**config.mk**
```make
export PLATFORM = sky130hd
export DESIGN_NAME = intr_cam_fifo
export DESIGN_NICKNAME = d
export VERILOG_FILES = /design/src/source/intr_fifo_pkg.sv /design/src/source/fifo_head_match.sv /design/src/source/fifo_occupancy_counter.sv /design/src/source/fifo_shift_array.sv /design/src/source/intr_cam_fifo.sv
export SDC_FILE = /design/constraint.sdc
export NUM_CORES = 2
export LEC_CHECK = 0
export BUFFER_PORTS_ARGS = -buffer_cell sky130_fd_sc_hd__buf_4
export CAP_MARGIN = 5
export CORE_UTILIZATION = 58
export DETAILED_ROUTE_END_ITERATION = 10
export PLACE_DENSITY = 0.75
export SYNTH_ARGS = -nofsm -noshare
export SYNTH_HDL_FRONTEND = slang
export SYNTH_HIERARCHICAL = 1
export SYNTH_SLANG_ARGS = --single-unit
```
**constraint.sdc**
```tcl
create_clock -name clk -period 46.4 [get_ports clk]
set_clock_uncertainty 0.2 [all_clocks]
set_input_delay 6.96 -clock clk [delete_from_list [all_inputs] [get_ports clk]]
set_output_delay 6.96 -clock clk [all_outputs]
set_load 0.02 [all_outputs]
```
**src/source/intr_fifo_pkg.sv**
```systemverilog
/*
  Shared sizes, constants and types for the interrupt controller FIFO.
  COUNT_BITS must be wide enough to hold FIFO_DEPTH itself.
*/
`default_nettype none

package intr_fifo_pkg;

  ////////////////////////////////////////////////////////////////////////////
  // Sizes
  ////////////////////////////////////////////////////////////////////////////

  // Number of queue entries
  localparam int FIFO_DEPTH = 16;

  // Width of one queue word
  localparam int DATA_BITS = 32;

  // Holds 0 to FIFO_DEPTH inclusive
  localparam int COUNT_BITS = $clog2(FIFO_DEPTH + 1);

  ////////////////////////////////////////////////////////////////////////////
  // Timer interrupt match
  ////////////////////////////////////////////////////////////////////////////

  // Low bits of each word compared against the timer code
  localparam int MATCH_BITS = 16;

  // Low-half value of a machine timer interrupt
  localparam logic [MATCH_BITS-1:0] TIMER_INTR_CODE = 16'h0080;

  ////////////////////////////////////////////////////////////////////////////
  // Types
  ////////////////////////////////////////////////////////////////////////////

  typedef logic [DATA_BITS-1:0] data_t;

  typedef logic [COUNT_BITS-1:0] count_t;

  // Entry 0 is the newest word
  typedef data_t [FIFO_DEPTH-1:0] entry_array_t;

  // Operation accepted in the current cycle
  typedef enum logic [1:0] {
    op_idle     = 2'b00,
    op_pop      = 2'b01,
    op_push     = 2'b10,
    op_push_pop = 2'b11
  } fifo_op_e;

endpackage

`default_nettype wire

```
**src/source/fifo_head_match.sv**
```systemverilog
/*
  Combinational read side. dout is the word at index count-1 and is 0 when
  empty; mtip only considers entries below count, so popped words never match.
*/
`timescale 1ns/1ps
`default_nettype none

module fifo_head_match (
  input  intr_fifo_pkg::entry_array_t entries,
  input  intr_fifo_pkg::count_t       count,
  output intr_fifo_pkg::data_t        dout,
  output logic                        mtip
);

  import intr_fifo_pkg::*;

  // One-hot select of the oldest word
  logic [FIFO_DEPTH-1:0] head_sel;

  // Entries that currently hold queued words
  logic [FIFO_DEPTH-1:0] valid;

  // Timer code seen in the low half of an entry
  logic [FIFO_DEPTH-1:0] code_hit;

  ////////////////////////////////////////////////////////////////////////////
  // Per-entry decode
  ////////////////////////////////////////////////////////////////////////////

  for (genvar i = 0; i < FIFO_DEPTH; i++) begin : g_decode
    assign head_sel[i] = (count == count_t'(i + 1));
    assign valid[i]    = (count > count_t'(i));
    assign code_hit[i] = (entries[i][MATCH_BITS-1:0] == TIMER_INTR_CODE);
  end

  ////////////////////////////////////////////////////////////////////////////
  // Output word
  ////////////////////////////////////////////////////////////////////////////

  // AND-OR mux that gives zero when nothing is selected
  always_comb begin
    dout = '0;
    for (int i = 0; i < FIFO_DEPTH; i++) begin
      dout = dout | (entries[i] & {DATA_BITS{head_sel[i]}});
    end
  end

  ////////////////////////////////////////////////////////////////////////////
  // Timer interrupt pending
  ////////////////////////////////////////////////////////////////////////////

  assign mtip = |(valid & code_hit);

endmodule

`default_nettype wire

```
**src/source/fifo_occupancy_counter.sv**
```systemverilog
/*
  Push/pop acceptance and occupancy count. op is combinational from the
  strobes and the registered count; pndng and full decode that count.
*/
`timescale 1ns/1ps
`default_nettype none

module fifo_occupancy_counter (
  input  logic                     clk,
  input  logic                     reset,
  input  logic                     push,
  input  logic                     pop,
  output intr_fifo_pkg::fifo_op_e  op,
  output intr_fifo_pkg::count_t    count,
  output logic                     pndng,
  output logic                     full
);

  import intr_fifo_pkg::*;

  logic is_empty;
  logic is_full;

  ////////////////////////////////////////////////////////////////////////////
  // Status decode
  ////////////////////////////////////////////////////////////////////////////

  assign is_empty = (count == '0);
  assign is_full  = (count == count_t'(FIFO_DEPTH));

  assign pndng = ~is_empty;
  assign full  = is_full;

  ////////////////////////////////////////////////////////////////////////////
  // Operation decode
  ////////////////////////////////////////////////////////////////////////////

  // All acceptance rules live here so the datapath never looks at full/empty
  always_comb begin
    op = op_idle;
    case ({push, pop})
      2'b11: begin
        // Pop on an empty queue is ignored and the push still goes in
        if (is_empty) begin
          op = op_push;
        end else begin
          op = op_push_pop;
        end
      end
      2'b10: begin
        // Overfilling push is dropped
        if (!is_full) begin
          op = op_push;
        end
      end
      2'b01: begin
        if (!is_empty) begin
          op = op_pop;
        end
      end
      default: begin
        op = op_idle;
      end
    endcase
  end

  ////////////////////////////////////////////////////////////////////////////
  // Occupancy register
  ////////////////////////////////////////////////////////////////////////////

  always_ff @(posedge clk or posedge reset) begin
    if (reset) begin
      count <= '0;
    end else begin
      case (op)
        op_push: count <= count + count_t'(1);
        op_pop:  count <= count - count_t'(1);
        // Replace or idle keeps the occupancy
        default: count <= count;
      endcase
    end
  end

endmodule

`default_nettype wire

```
**src/source/fifo_shift_array.sv**
```systemverilog
/*
  Register chain holding the queue words, newest in entry 0.
  Shifts only on a push-type op; a pop moves no data.
*/
`timescale 1ns/1ps
`default_nettype none

module fifo_shift_array (
  input  logic                        clk,
  input  logic                        reset,
  input  intr_fifo_pkg::fifo_op_e     op,
  input  intr_fifo_pkg::data_t        din,
  output intr_fifo_pkg::entry_array_t entries
);

  import intr_fifo_pkg::*;

  logic shift_en;

  // Replace also shifts and the oldest word falls off behind count
  assign shift_en = (op == op_push) || (op == op_push_pop);

  ////////////////////////////////////////////////////////////////////////////
  // Cascaded entry registers
  ////////////////////////////////////////////////////////////////////////////

  for (genvar i = 0; i < FIFO_DEPTH; i++) begin : g_entry
    if (i == 0) begin : g_head
      // Entry 0 captures the incoming word
      always_ff @(posedge clk or posedge reset) begin
        if (reset) begin
          entries[i] <= '0;
        end else if (shift_en) begin
          entries[i] <= din;
        end
      end
    end else begin : g_tail
      // Each deeper entry takes its neighbour's old value
      always_ff @(posedge clk or posedge reset) begin
        if (reset) begin
          entries[i] <= '0;
        end else if (shift_en) begin
          entries[i] <= entries[i-1];
        end
      end
    end
  end

endmodule

`default_nettype wire

```
**src/source/intr_cam_fifo.sv**
```systemverilog
/*
  Interrupt FIFO with timer-code match. push/pop are plain strobes with no
  handshake; the caller must watch full and pndng. Outputs follow one edge.
*/
`timescale 1ns/1ps
`default_nettype none

module intr_cam_fifo (
  input  logic                 clk,
  input  logic                 reset,
  input  logic                 push,
  input  logic                 pop,
  input  intr_fifo_pkg::data_t din,
  output intr_fifo_pkg::data_t dout,
  output logic                 pndng,
  output logic                 full,
  output logic                 mtip
);

  import intr_fifo_pkg::*;

  fifo_op_e     op;
  count_t       count;
  entry_array_t entries;

  ////////////////////////////////////////////////////////////////////////////
  // Control
  ////////////////////////////////////////////////////////////////////////////

  fifo_occupancy_counter fifo_occupancy_counter_i (
    .clk   (clk),
    .reset (reset),
    .push  (push),
    .pop   (pop),
    .op    (op),
    .count (count),
    .pndng (pndng),
    .full  (full)
  );

  ////////////////////////////////////////////////////////////////////////////
  // Storage
  ////////////////////////////////////////////////////////////////////////////

  fifo_shift_array fifo_shift_array_i (
    .clk     (clk),
    .reset   (reset),
    .op      (op),
    .din     (din),
    .entries (entries)
  );

  ////////////////////////////////////////////////////////////////////////////
  // Read side and match
  ////////////////////////////////////////////////////////////////////////////

  fifo_head_match fifo_head_match_i (
    .entries (entries),
    .count   (count),
    .dout    (dout),
    .mtip    (mtip)
  );

endmodule

`default_nettype wire

```
==> impl_metrics.tcl <==
set metrics [dict create \
    status "completed" \
    cts_buffers 53 \
    wl_per_cell_um 26.1 \
    drv_slew 0 \
    syn-instance-count 1705 \
    vias 15500 \
    ctsResizeCount 0 \
    drive_above_1_share 0.398 \
    cts_sinks 517 \
    r2r_setup_slack_ns 41.87 \
    ys_seq_area_frac 0.555 \
    grt_max_degree 176 \
    drt-total-wl_mm 60.2 \
    routabilityCongestion 0.908 \
    area_growth_pct 9.99 \
    yosys.area.top_type "dfrtp_1" \
    crit_slowest_cell "or3b_1" \
    initial_core_util 0.588 \
    crit_required_ns 39.24 \
    drt_iter0_markers 1699 \
    synth-compound-area-share 0.0892 \
    report.final.hold_viol_count 0 \
    critPathLaunchType "flop" \
    synth-main-ff-cell "dfrtp_1" \
    vias_per_cell 6.71 \
    setup_violations 0 \
    die_w_um 202 \
    hpwl_mm 36.0 \
    fin_crit_ns 10.74 \
    first_pass_iters 7 \
    die_height_um 202 \
    synth.area.top_cells "dfrtp_1 56%, mux2_2 25%, a22oi_1 7.8%" \
    power_leakage_nw 10.9 \
    fp-row-count 73 \
    rr_endpoint "fifo_shift_array_i/entries[251]" \
    diodes 0 \
    drcViolationCount 0 \
    worstPathMaxFanout 25 \
    cp_data_arrival_time_ns 3.58 \
    synth_top_area_frac 0.555 \
    syn_area_sq_um 23300 \
    clk_path_buf_depth 3 \
    overflow 0 \
    avgSynthCellArea_sq_um 13.7 \
    core_sq_um 39600 \
    tns_ns 0 \
    synth_top_family_by_area "multiplexers" \
    grt_usage 0.301 \
    grt_pass1_wl_mm 94.1 \
    synth_fa_ha_area_frac 0.00301 \
    setup.worst_path.start "fifo_occupancy_counter_i/count[4]" \
    clk_pin_slew_ns 0.06 \
    relSlewSlack 0.283 \
    endpoint_kind "output pin" \
    crit_type "flop to output pin" \
    antenna_found_initial 0 \
    io_buffers 70 \
    crit_path_cell_trace "or3b_1 > nor3_4 > buf_4 > nor3_1 > nor3_1 > nand4_1 > buf_4" \
    worstRegToRegCells 7 \
    synth_edf_count 0 \
    holdBufCountCts 0 \
    synthSimpleGateAreaFrac 0.0641 \
    ioPinCount 71 \
    fillers 2950 \
    finalCritPeriodShare 0.231 \
    synth.distinct_cells 49 \
    synth.most_common_cell "dfrtp_1" \
    multiInputGateArea_sq_um 9540 \
    die_area_sq_um 41000 \
    cts_max_level 2 \
    regToRegStartpoint "fifo_occupancy_counter_i/count[1]" \
    max_cap_viol_count 0 \
    nNetsFinal 1784 \
    rsz0062_at_grt "false" \
    synthXorXnorAreaFrac 0.00113 \
    crit_path_end "mtip" \
    cts_root_buf "clkbuf_16" \
    finalNonFillerCells 2305 \
    ys_seq_elements 517 \
    ir_worst_vdd_uv 42.8 \
    register_area_sq_um 12900 \
    ys_warn_count 6 \
    grt_pass1_vias 15600 \
    synth_common_cells "517 x dfrtp_1, 512 x mux2_2, 242 x a22oi_1" \
    synthesis.nets 1746 \
    synth_async_sr_flop_share 1.00 \
    place_inst 2213 \
    p_per_area_nw_per_um2 71.7 \
    fmax_mhz 93.1 \
    postRouteAntennaNets 0 \
    clk_latency_ns 0.60 \
    hold_path.class "flop to flop" \
    postCtsSetupBuffers 0 \
    worst_pin_slew_ns 1.08 \
    cts_tree "built" \
    muxShareOfSynthArea 0.248 \
    cp_slowest_stage_delay_ns 0.63 \
]
metal layers:
layer	routed length, um	up-vias	global-route usage
met1	24400	7947	0.425
met5	0	-	0
li1	-	6578	-
met4	2070	0	0.110
met2	28500	754	0.471
met3	5180	181	0.0511
cells in the final DEF (no fill, tap or decap), drive strengths merged, types with 6 or more instances in the layout:
cell type	count
nor4	50
clkinv	12
and4	7
nand3	6
nor3	11
dfrtp	517
or4	14
a22oi	242
buf	95
a22o	7
or3	13
nand4	28
a221oi	7
inv	10
nand2	93
nor2	20
nor4b	18
mux2	512
clkbuf	73
worst max-delay path, delay by kind of cell (launching register included):
kind	cells	cell delay, ns
and+or+nand+nor	5	1.66
DFF	1	0.55
buffers and inverters	2	0.75
how the worst min path moves through the flow:
stage	start	end	slack, ns	cells after the start
after floorplan	fifo_shift_array_i/entries[505]	fifo_shift_array_i/entries[505]	0.28	1
after global placement	fifo_shift_array_i/entries[506]	fifo_shift_array_i/entries[506]	0.29	1
after detailed placement	fifo_shift_array_i/entries[496]	fifo_shift_array_i/entries[496]	0.30	1
after CTS	fifo_shift_array_i/entries[497]	fifo_shift_array_i/entries[497]	0.31	1
after global routing	fifo_shift_array_i/entries[497]	fifo_shift_array_i/entries[497]	0.32	1
final	fifo_shift_array_i/entries[497]	fifo_shift_array_i/entries[497]	0.31	1
metrics by stage:
step	hold WS, ns	total power [mW]	utilization	area (sq um)	worst slack [ns]
global placement	0.290	1.38	0.603	23900	36.08
detailed placement	0.297	1.41	0.603	23900	36.01
floorplan	0.281	1.18	-	23300	24.94
global route	0.317	1.92	0.646	25600	35.53
CTS	0.310	1.83	0.646	25600	35.67
finish	0.307	1.84	0.646	25600	35.66
state kept, by name (all words and copies together), names as in the netlist:
signal and cells:
fifo_occupancy_counter_i/count 5, fifo_shift_array_i/entries 512
power by group:
part | switching, mW | leakage, nW | internal (mW)
clock | 0.175 | 0.839 | 0.245
combinational | 0.262 | 3.87 | 0.277
sequential | 0.222 | 6.18 | 0.655
total | 0.659 | 10.9 | 1.18
cell type report:
class	instances	area share
Clock inverter	19	0.00899
Inverter	9	0.00190
Tap cell	525	0.0256
Timing Repair Buffer	95	0.0283
Multi-Input combinational cell	1067	0.372
Sequential cell	517	0.505
Clock buffer	73	0.0578
cells by family (layout without fill, tap and decap cells):
group | count (synthesis) | count (layout)
DFF | 517 | 517
xor gates and xnor gates | 3 | 3
buffers and inverters | 121 | 196
muxes | 513 | 513
and+or+nand+nor | 269 | 269
adders and majority gates | 5 | 5
AOI/OAI and AO/OA | 277 | 277
Note: power is estimated with default switching activity, not from simulation.
